[src/wfd_pkg.sv]
`default_nettype none

package wfd_pkg;

	//////////////////////////////
	// Trigger token
	//////////////////////////////

	// Token bits carried by one serial frame
	localparam int TOKEN_BITS = 10;

	//////////////////////////////
	// Link word to channel FPGAs
	//////////////////////////////

	localparam int LINK_BITS = 16;
	localparam int TAG_BITS  = 5;

	// Marks a token frame on the link
	localparam logic [TAG_BITS-1:0] TOKEN_TAG = 5'b10000;

	// Idle K character when no token goes out
	localparam logic [LINK_BITS-1:0] IDLE_COMMA = 16'h00BC;

	// One link word, seen either raw or as a token frame
	typedef union packed {
		logic [LINK_BITS-1:0] raw;
		struct packed {
			logic [TAG_BITS-1:0]   tag;
			logic                  err;	// parity failed on the trigger line
			logic [TOKEN_BITS-1:0] token;
		} frame;
	} token_word_t;

	//////////////////////////////
	// Front panel LEDs
	//////////////////////////////

	localparam int LED_COUNT = 4;

	// Top to bottom on the panel
	localparam int LED_ERR    = 0;	// yellow
	localparam int LED_ACCESS = 1;
	localparam int LED_TRIG   = 2;
	localparam int LED_NO_INH = 3;

endpackage

`default_nettype wire
[src/led_status.sv]
`timescale 1ns/1ns
`default_nettype none

module led_status import wfd_pkg::*; #(
	parameter int LED_HOLD = 6250000
) (
	input  wire                  CLK125,
	input  wire                  rst_n_i,
	// From the reset controller
	input  wire                  sys_rst_i,
	// From the token receiver
	input  wire                  tok_rdy_i,
	input  wire                  tok_err_i,
	// Board status levels
	input  wire                  mem_err_i,
	input  wire                  vme_access_i,
	input  wire                  cpld_access_i,
	input  wire                  inhibit_i,
	// Front panel
	output logic [LED_COUNT-1:0] led_o
);

	// Counter must hold LED_HOLD itself
	localparam int HOLD_W = $clog2(LED_HOLD + 1);
	localparam logic [HOLD_W-1:0] HOLD_LOAD = HOLD_W'(LED_HOLD);

	logic [LED_COUNT-1:0] src_d;
	logic [LED_COUNT-1:0] src_q;

	//////////////////////////////
	// LED sources
	//////////////////////////////

	always_comb begin
		src_d = '0;
		// Memory error, reset or bad token
		src_d[LED_ERR]    = mem_err_i | sys_rst_i | tok_err_i;
		// Access to this card or to the CPLD
		src_d[LED_ACCESS] = vme_access_i | cpld_access_i;
		// Master trigger received
		src_d[LED_TRIG]   = tok_rdy_i;
		// Lit while no inhibit
		src_d[LED_NO_INH] = ~inhibit_i;
	end

	// One register stage for all sources
	always_ff @(posedge CLK125 or negedge rst_n_i) begin
		if (!rst_n_i) begin
			src_q <= '0;
		end else begin
			src_q <= src_d;
		end
	end

	//////////////////////////////
	// Stretchers
	//////////////////////////////

	// Retriggerable hold per LED
	for (genvar i = 0; i < LED_COUNT; i++) begin : g_led
		logic [HOLD_W-1:0] hold_cnt;

		always_ff @(posedge CLK125 or negedge rst_n_i) begin
			if (!rst_n_i) begin
				hold_cnt <= '0;
			end else if (src_q[i]) begin
				// Reload while source is active
				hold_cnt <= HOLD_LOAD;
			end else if (hold_cnt != '0) begin
				hold_cnt <= hold_cnt - 1'b1;
			end
		end

		// Lit as long as the hold runs
		assign led_o[i] = (hold_cnt != '0);
	end

endmodule

`default_nettype wire

[src/startup_reset.sv]
`timescale 1ns/1ns
`default_nettype none

module startup_reset #(
	parameter int STARTUP_CYCLES = 1000000
) (
	input  wire  CLK125,
	input  wire  rst_n_i,
	// Global reset from the CPLD, asynchronous
	input  wire  ext_rst_n_i,
	// System reset, active high
	output logic sys_rst_o
);

	localparam int CNT_W = (STARTUP_CYCLES > 1) ? $clog2(STARTUP_CYCLES) : 1;
	localparam logic [CNT_W-1:0] LAST_CNT = CNT_W'(STARTUP_CYCLES - 1);

	logic [CNT_W-1:0] hold_cnt;
	logic             hold_q;
	logic [1:0]       sync_q;

	//////////////////////////////
	// Power-on hold
	//////////////////////////////

	// Counts once after power-up and then stops
	always_ff @(posedge CLK125 or negedge rst_n_i) begin
		if (!rst_n_i) begin
			hold_cnt <= '0;
			hold_q   <= 1'b1;
		end else if (hold_q) begin
			if (hold_cnt == LAST_CNT) begin
				hold_q <= 1'b0;
			end else begin
				hold_cnt <= hold_cnt + 1'b1;
			end
		end
	end

	//////////////////////////////
	// CPLD reset follower
	//////////////////////////////

	// Two flops for the asynchronous line
	// The hold forces reset into the first stage
	always_ff @(posedge CLK125 or negedge rst_n_i) begin
		if (!rst_n_i) begin
			sync_q <= 2'b11;
		end else begin
			sync_q[0] <= hold_q | ~ext_rst_n_i;
			sync_q[1] <= sync_q[0];
		end
	end

	assign sys_rst_o = sync_q[1];

endmodule

`default_nettype wire

[src/trig_token_rx.sv]
`timescale 1ns/1ns
`default_nettype none

module trig_token_rx import wfd_pkg::*; (
	input  wire                   CLK125,
	input  wire                   rst_n_i,
	// Serial trigger line from the trigger FPGA
	input  wire                   ser_trig_i,
	// Received token and its status
	output logic [TOKEN_BITS-1:0] token_o,
	output logic                  tok_rdy_o,
	output logic                  tok_err_o,
	// Link word to the channel FPGAs
	output token_word_t           tx_word_o,
	output logic                  tx_k_o
);

	// Bit positions in a frame
	// 0 idle, 1 to TOKEN_BITS token bits, then parity
	localparam int CNT_W = $clog2(TOKEN_BITS + 2);
	localparam logic [CNT_W-1:0] PAR_POS = CNT_W'(TOKEN_BITS + 1);

	// Receiver state
	logic [CNT_W-1:0]      bit_cnt;
	logic                  in_data;
	logic                  par_acc;
	logic                  frame_done;
	logic                  frame_err;
	logic [TOKEN_BITS-1:0] shift_q;

	// Result register
	logic                  rdy_q;
	logic                  err_q;
	logic [TOKEN_BITS-1:0] token_q;

	//////////////////////////////
	// Frame receiver
	//////////////////////////////

	// Token bits follow the start bit
	assign in_data = (bit_cnt != '0) && (bit_cnt != PAR_POS);

	always_ff @(posedge CLK125 or negedge rst_n_i) begin
		if (!rst_n_i) begin
			bit_cnt    <= '0;
			par_acc    <= 1'b0;
			frame_done <= 1'b0;
			frame_err  <= 1'b0;
		end else begin
			frame_done <= 1'b0;
			if (bit_cnt == '0) begin
				// Line idles low, a high bit opens a frame
				if (ser_trig_i) begin
					bit_cnt <= CNT_W'(1);
					par_acc <= 1'b0;
				end
			end else if (bit_cnt == PAR_POS) begin
				// Odd parity over token and parity bit
				bit_cnt    <= '0;
				frame_done <= 1'b1;
				frame_err  <= ~(par_acc ^ ser_trig_i);
			end else begin
				bit_cnt <= bit_cnt + 1'b1;
				par_acc <= par_acc ^ ser_trig_i;
			end
		end
	end

	// MSB arrives first
	always_ff @(posedge CLK125) begin
		if (in_data) begin
			shift_q <= {shift_q[TOKEN_BITS-2:0], ser_trig_i};
		end
	end

	//////////////////////////////
	// Result and link framing
	//////////////////////////////

	// Separate from the shifter so the next frame may already come in
	always_ff @(posedge CLK125 or negedge rst_n_i) begin
		if (!rst_n_i) begin
			rdy_q <= 1'b0;
			err_q <= 1'b0;
		end else begin
			rdy_q <= frame_done;
			err_q <= frame_done & frame_err;
		end
	end

	// Token stays until the next frame completes
	always_ff @(posedge CLK125) begin
		if (frame_done) begin
			token_q <= shift_q;
		end
	end

	assign token_o   = token_q;
	assign tok_rdy_o = rdy_q;
	assign tok_err_o = err_q;

	// Data word only in the ready cycle
	assign tx_k_o = ~rdy_q;

	always_comb begin
		tx_word_o.raw = IDLE_COMMA;
		if (rdy_q) begin
			tx_word_o.frame.tag   = TOKEN_TAG;
			tx_word_o.frame.err   = err_q;
			tx_word_o.frame.token = token_q;
		end
	end

endmodule

`default_nettype wire

[src/wfd_ctrl_top.sv]
`timescale 1ns/1ns
`default_nettype none

module wfd_ctrl_top import wfd_pkg::*; #(
	// Power-on hold in clock cycles
	parameter int STARTUP_CYCLES = 1000000,
	// LED stretch, 50 ms at 125 MHz
	parameter int LED_HOLD       = 6250000
) (
	input  wire                   CLK125,
	input  wire                   rst_n_i,
	// Inter-FPGA serial trigger
	input  wire                   ser_trig_i,
	// CPLD reset line, active low
	input  wire                   ext_rst_n_i,
	// Board status levels
	input  wire                   mem_err_i,
	input  wire                   vme_access_i,
	input  wire                   cpld_access_i,
	input  wire                   inhibit_i,
	// Token results
	output logic [TOKEN_BITS-1:0] token_o,
	output logic                  tok_rdy_o,
	output logic                  tok_err_o,
	// Link to channel FPGAs
	output token_word_t           tx_word_o,
	output logic                  tx_k_o,
	// System reset, active high
	output logic                  sys_rst_o,
	// Front panel LEDs
	output logic [LED_COUNT-1:0]  led_o
);

	//////////////////////////////
	// Token receiver
	//////////////////////////////

	trig_token_rx u_trig_token_rx (
		.CLK125     (CLK125),
		.rst_n_i    (rst_n_i),
		.ser_trig_i (ser_trig_i),
		.token_o    (token_o),
		.tok_rdy_o  (tok_rdy_o),
		.tok_err_o  (tok_err_o),
		.tx_word_o  (tx_word_o),
		.tx_k_o     (tx_k_o)
	);

	// Startup and CPLD reset
	startup_reset #(
		.STARTUP_CYCLES (STARTUP_CYCLES)
	) u_startup_reset (
		.CLK125      (CLK125),
		.rst_n_i     (rst_n_i),
		.ext_rst_n_i (ext_rst_n_i),
		.sys_rst_o   (sys_rst_o)
	);

	//////////////////////////////
	// Front panel indication
	//////////////////////////////

	led_status #(
		.LED_HOLD (LED_HOLD)
	) u_led_status (
		.CLK125        (CLK125),
		.rst_n_i       (rst_n_i),
		.sys_rst_i     (sys_rst_o),
		.tok_rdy_i     (tok_rdy_o),
		.tok_err_i     (tok_err_o),
		.mem_err_i     (mem_err_i),
		.vme_access_i  (vme_access_i),
		.cpld_access_i (cpld_access_i),
		.inhibit_i     (inhibit_i),
		.led_o         (led_o)
	);

endmodule

`default_nettype wire

[config.mk]
export PLATFORM = sky130hd
export DESIGN_NAME = wfd_ctrl_top
export DESIGN_NICKNAME = d
export VERILOG_FILES = /design/src/wfd_pkg.sv /design/src/led_status.sv /design/src/startup_reset.sv /design/src/trig_token_rx.sv /design/src/wfd_ctrl_top.sv
export SDC_FILE = /design/constraint.sdc
export NUM_CORES = 1
export LEC_CHECK = 0
export BUFFER_PORTS_ARGS = -buffer_cell sky130_fd_sc_hd__buf_2
export CELL_PAD_IN_SITES_DETAIL_PLACEMENT = 0
export CELL_PAD_IN_SITES_GLOBAL_PLACEMENT = 2
export CORE_MARGIN = 4
export CORE_UTILIZATION = 43
export DETAILED_ROUTE_END_ITERATION = 6
export PLACE_DENSITY = 0.92
export SYNTH_ARGS = -nofsm -noshare
export SYNTH_HDL_FRONTEND = slang
export SYNTH_SLANG_ARGS = --single-unit
[constraint.sdc]
create_clock -name CLK125 -period 4 [get_ports CLK125]
set_clock_uncertainty 0.15 [all_clocks]
set_input_delay 0 -clock CLK125 [delete_from_list [all_inputs] [get_ports CLK125]]
set_output_delay 0 -clock CLK125 [all_outputs]
set_load 0.01 [all_outputs]
==> metrics.md, run 1 <==
| Metric | Value |
|---|---|
| Crit-path most repeated cell | `or4_1` |
| Via count | `approximately 5300` |
| # port buffers | `37` |
| Total grt overflow | `0` |
| Top_reg_cell synth | `dfrtp_1` |
| Post-synthesis cell type count | `64` |
| Largest net degree at the start of global routing | `just under 80` |
| Initial core utilization | `a little over two fifths` |
| Register area share after synthesis | `a little over half` |
| Area Growth Syn to Fin | `13.6%` |
| Core area | `around 16000 um^2` |
| Data required time at the worst endpoint | `3850 ps` |
| H-tree depth | `4` |
| GRT Util Overall | `roughly 16%` |
| Asr flop ratio synth | `86.5%` |
| Hold EP | `u_led_status.src_q[3]$_DFF_PN0_` |
| Cell Int Power | `between 2 and 3 mW` |
| Critical path class | `reg -> out` |
| Critical R2R Capture | `u_led_status.g_led[1].hold_cnt[17]$_DFFE_PN0P_` |
| Syn Std Cell Area | `a little over 7000 um^2` |
| # nets final | `about 750` |
| Routability Congestion | `between 0.8 and 0.9` |
| First-pass GRT wire length | `~24 mm` |
| Tightest Pin Transition | `about 1100 ps` |
| PwrDens | `approximately 500 nW/um^2` |
| Hold violation count in the final report | `0` |
| Clk_lat worst skew | `roughly 420 ps` |
| Die area | `18900 um^2` |
| Peak fanout along the critical path | `6` |
| Row cnt | `47` |
| WP buf/inv | `2` |
| Finish-stage setup viols | `0` |
| Vias in the first global route | `~5000` |
| Top delay family on crit path | `simple AND/OR/NAND/NOR gates` |
| Post-DR wirelength/cell | `~15 um` |
| Outcome | `completed` |
| Total Wirelength | `~14 mm` |
| Gate power share | `between 10 and 15%` |
| Crit path launch type | `register` |
| Crit path DAT | `approximately 2800 ps` |
| Chip width | `137 um` |
| Initial antenna violation count | `1` |
| Resized Gates After CTS | `0` |
| # fillers | `between 1000 and 1500` |
| Worst VDD drop | `~0.00028 V` |
| CP endpoint kind | `primary output` |
| R2R cell count | `5` |
| Max Cap Viol | `0` |
| Cell Count, Final, Fillers Out | `968` |
| Worst Hold Class | `in -> reg` |
| Hold path depth | `3` |
| Min-delay src | `inhibit_i` |
| Die H | `about 140 um` |
| Cts hold-fix bufs | `7` |
| RSZ-0062 raised after global routing | `false` |
| Clk buf depth | `2` |
| Number of setup buffers added after CTS | `0` |
| Root Buffer | `clkbuf_16` |
| Cells after Synth | `just under 700` |
| Worst r2r src | `u_led_status.g_led[1].hold_cnt[7]$_DFFE_PN0P_` |
| Iter 0 DRT Violations | `about 360` |
| Fin. max-slew vios | `0` |
| Synth warnings | `0` |
| CP max stage delay | `620 ps` |
| Pleak | `3.05 nW` |
| Layout cells sized above 1 | `between 10% and 20%` |
| Critical Path Slowest Stage Cell | `or4_1` |
| Fmax | `approximately 340 MHz` |
| Reg power frac | `between 40 and 50%` |
| Worst-path clk slew | `approximately 60 ps` |
| Router iterations before antenna repair | `4` |
| Detail Placement HPWL | `9.71 mm` |
| Final setup TNS | `0 ps` |
| Yosys reg bits | `roughly 150` |
| Crit-path cells | `or4_1 -> or4_1 -> nor3b_2 -> inv_1 -> buf_2` |
| EDFF count, synth | `20` |
| # DRC | `0` |
| Clock group share of total power | `a little over a third` |
| Final period utilization | `between 70% and 80%` |
| Psw | `approximately 1.2 mW` |
| Vias/cell | `5.48` |
| Worst R2R Setup Slack | `approximately 1200 ps` |
| CP startpoint | `u_led_status.g_led[0].hold_cnt[19]$_DFFE_PN0P_` |
| Number of placed instances, taps included | `928` |
| Minimum clock period | `2900 ps` |
| Total CTS buffers | `17` |
| Mean Syn Cell Area | `10.4 um^2` |
| Sw Share | `between 20 and 30%` |
| CTS tree | `yes` |
| Slew headroom | `around 23%` |
| Antenna-violating nets left | `0` |
| I/O pin cnt | `42` |
| Clock sinks | `roughly 150` |
## worst max-delay path by stage
stage | end | slack, ps | cells past startpoint
after floorplan | u_led_status.g_led[3].hold_cnt[18]$_DFFE_PN0P_ | 1320 | 5
after global placement | u_led_status.g_led[2].hold_cnt[17]$_DFFE_PN0P_ | 1270 | 5
after detailed placement | u_led_status.g_led[2].hold_cnt[17]$_DFFE_PN0P_ | 1160 | 5
after CTS | led_o[0] | 1060 | 5
after global routing | led_o[0] | 940 | 5
final | led_o[0] | 1100 | 5
## power by group through the flow
stage          logic, mW  registers [mW]  clock network [mW]
6_report           0.606            2.04                1.45
5_1_grt            0.690            2.08                1.55
4_1_cts            0.616            2.04                1.50
3_5_place_dp       0.610            2.06                   0
3_3_place_gp       0.585            2.05                   0
2_1_floorplan      0.491            1.98                   0
## placed cells by master, fill, tap and decap left out, types with 11 or more instances in the layout
| master | instances |
|---|---|
| o21ai_0 | 23 |
| nand2b_1 | 22 |
| xnor2_1 | 37 |
| inv_1 | 19 |
| or3_1 | 24 |
| or4_1 | 17 |
| nor3_1 | 21 |
| nand2_1 | 38 |
| dfrtp_1 | 125 |
| a21oi_1 | 18 |
| xor2_1 | 16 |
| or2_2 | 11 |
| and2_1 | 12 |
| buf_2 | 36 |
| nor4_1 | 22 |
| edfxtp_1 | 20 |
| clkbuf_16 | 17 |
| nand3_1 | 29 |
| nor2_1 | 62 |
| nor2b_1 | 14 |
## final cells by class
cell class | count | area, um^2 | area share, %
flip-flops and latches | 148 | 3810 | 46.6
multi-input cells | 500 | 3190 | 39.0
clock buffers | 18 | 429 | 5.25
repair buffers | 47 | 280 | 3.43
well taps | 220 | 275 | 3.37
clock inverters | 14 | 114 | 1.39
inverters | 20 | 75.1 | 0.919
diodes | 1 | 2.50 | 0.0306
## registers in the layout, indices dropped and copies added (netlist names)
register,cells
u_trig_token_rx.shift_q,10
u_trig_token_rx.par_acc,1
u_trig_token_rx.tok_rdy_o,1
u_led_status.src_q,4
u_trig_token_rx.token_o,10
u_trig_token_rx.frame_err,1
u_led_status.g_led.hold_cnt,92
u_trig_token_rx.bit_cnt,4
u_trig_token_rx.tok_err_o,1
u_startup_reset.sync_q,2
u_trig_token_rx.frame_done,1
u_startup_reset.hold_q,1
u_startup_reset.hold_cnt,20
## synth_stat cells, drive strengths merged, types with 2 or more instances
cell    count  area [um^2]
a211o       2         17.5
a211oi      9         67.6
a21o        5         37.5
a21oi      18         90.1
a31oi       7         43.8
and2       12         75.1
and3        7         43.8
and4        3         26.3
buf         8         52.6
clkbuf     21         80.1
dfrtp     125         3130
dfstp       3         78.8
edfxtp     20          601
ha          7         87.6
inv        19         71.3
mux2        4         45.0
mux2i       7         70.1
nand2      38          143
nand2b     22          138
nand3      29          145
nand3b      6         45.0
nand4       9         56.3
nand4b      2         17.5
nor2       62          233
nor2b      14         87.6
nor3       21          105
nor3b       5         42.5
nor4       24          163
nor4b       6         52.6
o211ai      3         27.5
o21a        4         30.0
o21ai      25          125
o21bai      2         15.0
o311ai      2         17.5
o31a        7         61.3
o31ai       9         67.6
o41ai       4         35.0
or2        11         68.8
or3        25          161
or3b        2         17.5
or4        20          161
xnor2      37          324
xor2       16          140
## stage by stage
stage | instance area, um^2 | utilization (%) | power (mW) | setup slack (ps) | hold WS [ps]
global placement | 7560 | 45.9 | 2.64 | 1270 | -4.86
finish | 8170 | 49.6 | 4.10 | 1100 | 105
floorplan | 7200 | - | 2.47 | 1320 | -446
CTS | 8170 | 49.6 | 4.15 | 1060 | 94.0
global route | 8170 | 49.6 | 4.33 | 942 | 118
detailed placement | 7560 | 45.9 | 2.67 | 1160 | -4.97
## cells by family (layout without fill, tap and decap cells)
family                     after synthesis  in the layout  share of synthesized area, %
buffers and inverters                   49             99                          2.89
adders and majority gates                7              7                          1.22
muxes                                   11             11                          1.60
and+or+nand+nor                        319            319                          24.9
xor gates and xnor gates                53             53                          6.45
AOI/OAI and AO/OA                      106            106                          9.95
DFF                                    148            148                          52.9
other                                    1              5                        0.0521
## worst min-delay path: cells and delay by family
kind,cells,cell delay [ps]
buf+inv,3,640
## per-layer routing
metal  share of wire [%]  wire length, um  vias to the layer above  GRT usage, %
met5                   0                0                        -             0
met4                 1.4              192                        0          5.16
met3                 3.5              492                       13          4.02
met2                  48             6800                       81          25.4
met1                  47             6590                     2615          20.7
li1                    -                -                     2594             -
Note: power is estimated with default switching activity, not from simulation.
==> run 2: changes to the inputs <==
--- a/config.mk
+++ b/config.mk
@@ -5,13 +5,14 @@
 export SDC_FILE = /design/constraint.sdc
 export NUM_CORES = 1
 export LEC_CHECK = 0
+export ABC_AREA = 1
 export BUFFER_PORTS_ARGS = -buffer_cell sky130_fd_sc_hd__buf_2
 export CELL_PAD_IN_SITES_DETAIL_PLACEMENT = 0
 export CELL_PAD_IN_SITES_GLOBAL_PLACEMENT = 2
 export CORE_MARGIN = 4
-export CORE_UTILIZATION = 43
+export CORE_UTILIZATION = 36
 export DETAILED_ROUTE_END_ITERATION = 6
-export PLACE_DENSITY = 0.92
+export PLACE_DENSITY = 0.88
 export SYNTH_ARGS = -nofsm -noshare
 export SYNTH_HDL_FRONTEND = slang
 export SYNTH_SLANG_ARGS = --single-unit
==> constraint.sdc (replaced) <==
create_clock -name CLK125 -period 2.89 [get_ports CLK125]
set_clock_uncertainty 0.15 [all_clocks]
set_input_delay 0 -clock CLK125 [delete_from_list [all_inputs] [get_ports CLK125]]
set_output_delay 0 -clock CLK125 [all_outputs]
set_load 0.01 [all_outputs]
==> metrics.md, run 2 <==
| Metric | Value |
|---|---|
| Outcome | `completed` |
| # port buffers | `37` |
| Antenna-violating nets left | `0` |
| Chip width | `158 um` |
| Critical Path Slowest Stage Cell | `dfrtp_1` |
| # nets final | `1175` |
| Fin. max-slew vios | `0` |
| Vias in the first global route | `6951` |
| Initial core utilization | `a little under two fifths` |
| Detail Placement HPWL | `~14 mm` |
| Crit-path cells | `inv_1 -> ha_1 -> nand2_1 -> nor2_2 -> nand3_2 -> buf_2` |
| Commonest cells after routing, fill and taps aside | `nand2_1 (301), nor2_1 (213), inv_1 (126), dfrtp_1 (125), nand3_1 (104)` |
| Worst Hold Class | `in -> reg` |
| Initial antenna violation count | `0` |
| Syn Std Cell Area | `between 8000 and 9000 um^2` |
| Cell Int Power | `around 4.2 mW` |
| Most frequent cell after synthesis | `nand2_1` |
| Tightest Pin Transition | `between 600 and 700 ps` |
| Top flop regs | `u_led_status.g_led.hold_cnt (92), u_startup_reset.hold_cnt (20)` |
| Yosys top cell area share | `between 30% and 40%` |
| Die area | `between 20000 and 30000 um^2` |
| PwrDens | `about 640 nW/um^2` |
| # DRC | `0` |
| Layout cells sized above 1 | `9.80%` |
| Total Wirelength | `just under 20 mm` |
| Pleak | `4.26 nW` |
| Post-route setup slack | `about 540 ps` |
| Router iterations before antenna repair | `5` |
| CTS tree | `yes` |
| CP max stage delay | `between 400 and 500 ps` |
| Max Cap Viol | `0` |
| Crit path DAT | `2200 ps` |
| GR Util met1 | `a little over a fifth` |
| Dpl ws | `~790 ps` |
| Mean Syn Cell Area | `between 7 and 8 um^2` |
| Crit path launch type | `register` |
| Core area | `between 20000 and 25000 um^2` |
| Synth warnings | `0` |
| Peak fanout along the critical path | `16` |
| Final period utilization | `81.4%` |
| Finish-stage setup viols | `0` |
| Final Util | `42.2%` |
| Die H | `approximately 160 um` |
| Clock group share of total power | `a little over a third` |
| Clk_lat worst skew | `approximately 420 ps` |
| Psw | `roughly 1.8 mW` |
| Largest net degree at the start of global routing | `slightly below 90` |
| Total grt overflow | `0` |
| First-pass GRT wire length | `33.7 mm` |
| I/O pin cnt | `42` |
| Final Cell Area | `just over 9000 um^2` |
| Iter 0 DRT Violations | `363` |
| Data required time at the worst endpoint | `2740 ps` |
| Met2 usage | `28.3%` |
| RSZ-0062 raised after global routing | `false` |
| Vias/cell | `4.76` |
| Cell accounting for the most synthesized area | `dfrtp_1` |
| Hold violation count in the final report | `0` |
| Clock sinks | `approximately 150` |
| Critical path class | `reg -> out` |
| Area Growth Syn to Fin | `14.3%` |
| Register area share after synthesis | `46.9%` |
| Minimum clock period | `2350 ps` |
| Yosys reg bits | `148` |
| Asr flop ratio synth | `between 80% and 90%` |
| Routability Congestion | `between 0.7 and 0.8` |
| Post-DR wirelength/cell | `~13 um` |
| Root Buffer | `clkbuf_16` |
| Grt met3 use | `under 10%` |
| Row cnt | `54` |
| Final setup TNS | `0 ps` |
| Commonest non-fill, non-tap cell in the layout | `nand2_1` |
| Tot Pwr | `approximately 6.0 mW` |
| Clk buf depth | `2` |
| GRT Util Overall | `between 10% and 20%` |
| Worst-path clk slew | `about 70 ps` |
| GRT busiest layer | `met2` |
| R2R cell count | `7` |
| Total CTS buffers | `17` |
| Sw Share | `between 30% and 40%` |
| Gate power share | `between 15 and 20%` |
| Max reg flops | `92` |
| ANT cells | `0` |
| Number of setup buffers added after CTS | `0` |
| Top reg by flops | `u_led_status.g_led.hold_cnt` |
| EDFF count, synth | `20` |
| Most instantiated cells after synthesis | `nand2_1 (301), nor2_1 (213), inv_1 (126), dfrtp_1 (125), nand3_1 (104)` |
| Slew headroom | `about three fifths` |
| H-tree depth | `4` |
| CP endpoint kind | `primary output` |
| Resized Gates After CTS | `0` |
| Fmax | `roughly 430 MHz` |
| Worst VDD drop | `between 0.0003 and 0.0004 V` |
| Top_reg_cell synth | `dfrtp_1` |
| Reg power frac | `a little under half` |
| Hold path depth | `3` |
| Synth top area cells | `dfrtp_1 (39%), nand2_1 (14%), nor2_1 (9.8%), edfxtp_1 (7.4%), nand3_1 (6.4%)` |
| Post-synthesis cell type count | `34` |
| Post-DP Area | `between 8000 and 9000 um^2` |
| Cells after Synth | `approximately 1100` |
| Via count | `between 6000 and 7000` |
[run 2: changes by cell type after synthesis, moves of 16 or more]
cell / delta
xnor2_1: -28
nand4_1: +23
or3_1: -23
inv_1: +107
nor4_1: -22
clkbuf_1: -16
nor2_1: +151
nand2b_1: -22
or4_1: -17
nand2_1: +263
nand3_1: +75
[run 2: critical path: cells and delay by family (launching register included)]
family | cells | cell delay [ps]
buf+inv | 2 | 410
flops | 1 | 410
fa+ha+maj | 1 | 280
simple gates | 3 | 690
[run 2: what timing repair did]
| item | CTS | global route |
|---|---|---|
| setup endpoints to repair | 0 | 0 |
| hold buffers | 9 | 0 |
| endpoints found under the hold margin | 136 | 0 |
[run 2: cell type report]
type / count / area (um^2)
Timing Repair Buffer: 51 / 349
Multi-Input combinational cell: 815 / 3730
Inverter: 127 / 477
Sequential cell: 148 / 3810
Fill cell: 2333 / 12700
Clock inverter: 13 / 135
Clock buffer: 19 / 433
Tap cell: 280 / 350
[run 2: layer usage]
metal / part of all wire (%) / wire, um / vias to the layer above
met2: 48 / 9340 / 66
met5: 0 / 0 / -
met3: 2.5 / 477 / 8
li1: - / - / 3614
met1: 49 / 9390 / 3222
met4: 0.77 / 149 / 0
[run 2: path summary, 6_finish.rpt]
| path | start | end | slack, ps |
|---|---|---|---|
| worst max-delay path | u_led_status.g_led[3].hold_cnt[0]$_DFFE_PN0P_ | led_o[3] | 540 |
| worst min register to register | u_startup_reset.sync_q[0]$_DFF_PN1_ | u_startup_reset.sync_q[1]$_DFF_PN1_ | 210 |
| worst max register to register | u_led_status.g_led[1].hold_cnt[0]$_DFFE_PN0P_ | u_led_status.g_led[1].hold_cnt[19]$_DFFE_PN0P_ | 800 |
| min in group asynchronous | rst_n_i | u_startup_reset.sync_q[1]$_DFF_PN1_ | 520 |
| worst min-delay path | inhibit_i | u_led_status.src_q[3]$_DFF_PN0_ | 120 |
| max in group asynchronous | rst_n_i | u_led_status.g_led[2].hold_cnt[15]$_DFFE_PN0P_ | 1590 |
[run 2: power by group through the flow]
stage,logic (mW),clock network (mW),registers [mW]
final,1.01,2.16,2.79
after global placement,1.00,0,2.82
after global routing,1.18,2.31,2.84
after CTS,1.03,2.23,2.79
after floorplan,0.762,0,2.74
after detailed placement,1.01,0,2.82
[run 2: cells by family after synthesis]
kind of cell    Yosys count  synth area share (%)
flops                   148                  46.9
other cells               1                0.0462
simple gates            711                  37.7
fa+ha+maj                 7                  1.08
xor+xnor                 20                  2.16
compound gates           73                  4.82
buf+inv                 144                  7.27
[run 2: stage by stage]
stage,instances,hold slack [ps]
after CTS,1453,89.8
after global placement,1412,-187
after floorplan,1107,-446
after global routing,1453,110
after detailed placement,1412,-188
final,1453,116
==> run 3: changes to the inputs <==
--- a/config.mk
+++ b/config.mk
@@ -5,14 +5,14 @@
 export SDC_FILE = /design/constraint.sdc
 export NUM_CORES = 1
 export LEC_CHECK = 0
-export ABC_AREA = 1
+export ABC_AREA = 0
 export BUFFER_PORTS_ARGS = -buffer_cell sky130_fd_sc_hd__buf_2
 export CELL_PAD_IN_SITES_DETAIL_PLACEMENT = 0
 export CELL_PAD_IN_SITES_GLOBAL_PLACEMENT = 2
 export CORE_MARGIN = 4
 export CORE_UTILIZATION = 36
 export DETAILED_ROUTE_END_ITERATION = 6
-export PLACE_DENSITY = 0.88
+export PLACE_DENSITY = 0.83
 export SYNTH_ARGS = -nofsm -noshare
 export SYNTH_HDL_FRONTEND = slang
 export SYNTH_SLANG_ARGS = --single-unit
==> constraint.sdc (replaced) <==
create_clock -name CLK125 -period 2 [get_ports CLK125]
set_clock_uncertainty 0.15 [all_clocks]
set_input_delay 0 -clock CLK125 [delete_from_list [all_inputs] [get_ports CLK125]]
set_output_delay 0 -clock CLK125 [all_outputs]
set_load 0.01 [all_outputs]
==> metrics.md, run 3 (synthesis gave the netlist of run 1 again) <==
| Metric | Value |
|---|---|
| Outcome | `complete, but fails checks` |
| Failing checks | `setup timing` |
| Critical Path Slowest Stage Cell | `or4_4` |
| Flip-flop and latch area | `3810 um^2` |
| CP max stage delay | `between 500 and 600 ps` |
| # nets final | `between 900 and 1000` |
| Max Cap Viol | `0` |
| Commonest cells after routing, fill and taps aside | `buf_4 (153), dfrtp_1 (125), nor2_1 (53), buf_6 (51), buf_2 (33)` |
| Antenna-violating nets left | `0` |
| Largest net degree at the start of global routing | `50` |
| Crit-path most repeated cell | `buf_6` |
| # DRC | `0` |
| ANT cells | `0` |
| Post-DR wirelength/cell | `approximately 15 um` |
| Detail Placement HPWL | `about 12 mm` |
| GRT Util Overall | `between 10% and 20%` |
| Initial core utilization | `between 30% and 40%` |
| WHS | `35.1 ps` |
| Total Wirelength | `between 15 and 20 mm` |
| Max reg flops | `a little over 90` |
| Tightest Pin Transition | `571 ps` |
| Critical path class | `reg -> out` |
| Total grt overflow | `0` |
| Post-route setup slack | `-641 ps` |
| Peak fanout along the critical path | `2` |
| Core area | `approximately 20000 um^2` |
| # port buffers | `37` |
| Router iterations before antenna repair | `4` |
| Total CTS buffers | `17` |
| Minimum clock period | `around 2600 ps` |
| Worst Hold Class | `in -> async` |
| # fillers | `1648` |
| Clk_lat worst skew | `420 ps` |
| Final Util | `56.7%` |
| Area Growth Syn to Fin | `53.9%` |
| Crit-path cells | `or4_4 -> or4_4 -> nor3b_4 -> buf_6 -> inv_6 -> buf_6 -> buf_6` |
| Root Buffer | `clkbuf_16` |
| WP buf/inv | `4` |
| Top reg by flops | `u_led_status.g_led.hold_cnt` |
| Vias/cell | `~5.0` |
| Commonest non-fill, non-tap cell in the layout | `buf_4` |
| Data required time at the worst endpoint | `between 1500 and 2000 ps` |
| Worst-path clk slew | `roughly 60 ps` |
| Area of the multi-input gates | `between 4000 and 5000 um^2` |
| Initial antenna violation count | `0` |
| Clock sinks | `148` |
| Worst R2R Setup Slack | `-540 ps` |
| Slew headroom | `61.8%` |
| CTS tree | `yes` |
| Finish-stage setup viols | `82` |
| Fin. max-slew vios | `0` |
| Top flop regs | `u_led_status.g_led.hold_cnt (92), u_startup_reset.hold_cnt (20)` |
| Die area | `22300 um^2` |
| Worst VDD drop | `0.000681 V` |
| Pleak | `4.45 nW` |
| Via count | `just over 6000` |
| Die H | `approximately 150 um` |
| CP endpoint kind | `primary output` |
| Fmax | `~380 MHz` |
| Routability Congestion | `~0.83` |
| RSZ-0062 raised after global routing | `true` |
| First-pass GRT wire length | `~31 mm` |
| Chip width | `149 um` |
| Crit path DAT | `about 2500 ps` |
| Row cnt | `51` |
| PwrDens | `roughly 900 nW/um^2` |
| Final period utilization | `132%` |
| Vias in the first global route | `~6400` |
| I/O pin cnt | `42` |
| Layout cells sized above 1 | `45.5%` |
| Hold violation count in the final report | `0` |
| H-tree depth | `4` |
| Iter 0 DRT Violations | `289` |
| Top delay family on crit path | `simple AND/OR/NAND/NOR gates` |
| Clk buf depth | `2` |
| Crit path launch type | `register` |
run 3: cell count changes in the layout (fill, tap and decap cells not counted), moves of 20 or more:
cell,previous run,this run
nand2_1,301,32
nor2_1,213,53
buf_4,4,153
inv_1,126,16
nand3_1,104,22
buf_6,1,51
nand4_1,32,9
nand2b_1,0,22
xnor2_1,9,31
o21ai_0,29,9
or2_2,23,3
run 3: cell type report:
class / instances / share of cell area [%]
clock buffer: 20 / 4.14
clock inverter: 12 / 1.38
inverter: 20 / 0.768
multi-input combinational: 500 / 37.3
sequential: 148 / 34.4
tap: 265 / 2.99
timing repair buffer: 253 / 19.1
run 3: worst min-delay path, delay by kind of cell:
family | cells | cell delay [ps]
buffers and inverters | 3 | 940
run 3: what timing repair did:
item,in CTS,in global routing
buffers inserted,26,32
gates resized for setup,108,115
setup endpoints to repair,87,93
pin swaps,36,81
endpoints found under the hold margin,134,0
hold buffers,9,0
run 3: stage by stage:
| stage | total power, mW | TNS, ps | cell area (um^2) | setup WS, ps | cells |
|---|---|---|---|---|---|
| floorplan | 5.06 | -12850 | 7440 | -529 | 697 |
| detailed placement | 6.02 | -18650 | 9050 | -539 | 1134 |
| finish | 9.69 | -21890 | 11100 | -641 | 1218 |
| global route | 10.2 | -27740 | 11100 | -690 | 1218 |
| CTS | 9.48 | -22080 | 10400 | -606 | 1200 |
| global placement | 5.88 | -16400 | 9050 | -539 | 1134 |
run 3: report_power, final:
part / internal [mW] / total (mW) / leakage (nW) / switching, mW
combinational: 1.25 / 2.41 / 2.47 / 1.16
clock: 2.03 / 3.29 / 0.289 / 1.25
sequential: 3.62 / 3.99 / 1.69 / 0.371
run 3: final timing paths:
kind | from | endpoint | cells past startpoint
worst max-delay path | u_led_status.g_led[0].hold_cnt[16]$_DFFE_PN0P_ | led_o[0] | 7
worst min-delay path | rst_n_i | u_led_status.g_led[0].hold_cnt[9]$_DFFE_PN0P_ | 3
worst max register to register | u_led_status.g_led[3].hold_cnt[10]$_DFFE_PN0P_ | u_led_status.g_led[3].hold_cnt[18]$_DFFE_PN0P_ | 5
worst min register to register | u_startup_reset.sync_q[0]$_DFF_PN1_ | u_startup_reset.sync_q[1]$_DFF_PN1_ | 0
max in group asynchronous | rst_n_i | u_led_status.g_led[0].hold_cnt[21]$_DFFE_PN0P_ | 3
min in group CLK125 | ext_rst_n_i | u_startup_reset.sync_q[0]$_DFF_PN1_ | 3
run 3: per-layer routing:
metal / wire length [um] / global-route usage (%)
met5: 0 / 0
met4: 323 / 6.00
met3: 503 / 2.95
met2: 9890 / 30.0
met1: 8080 / 21.1
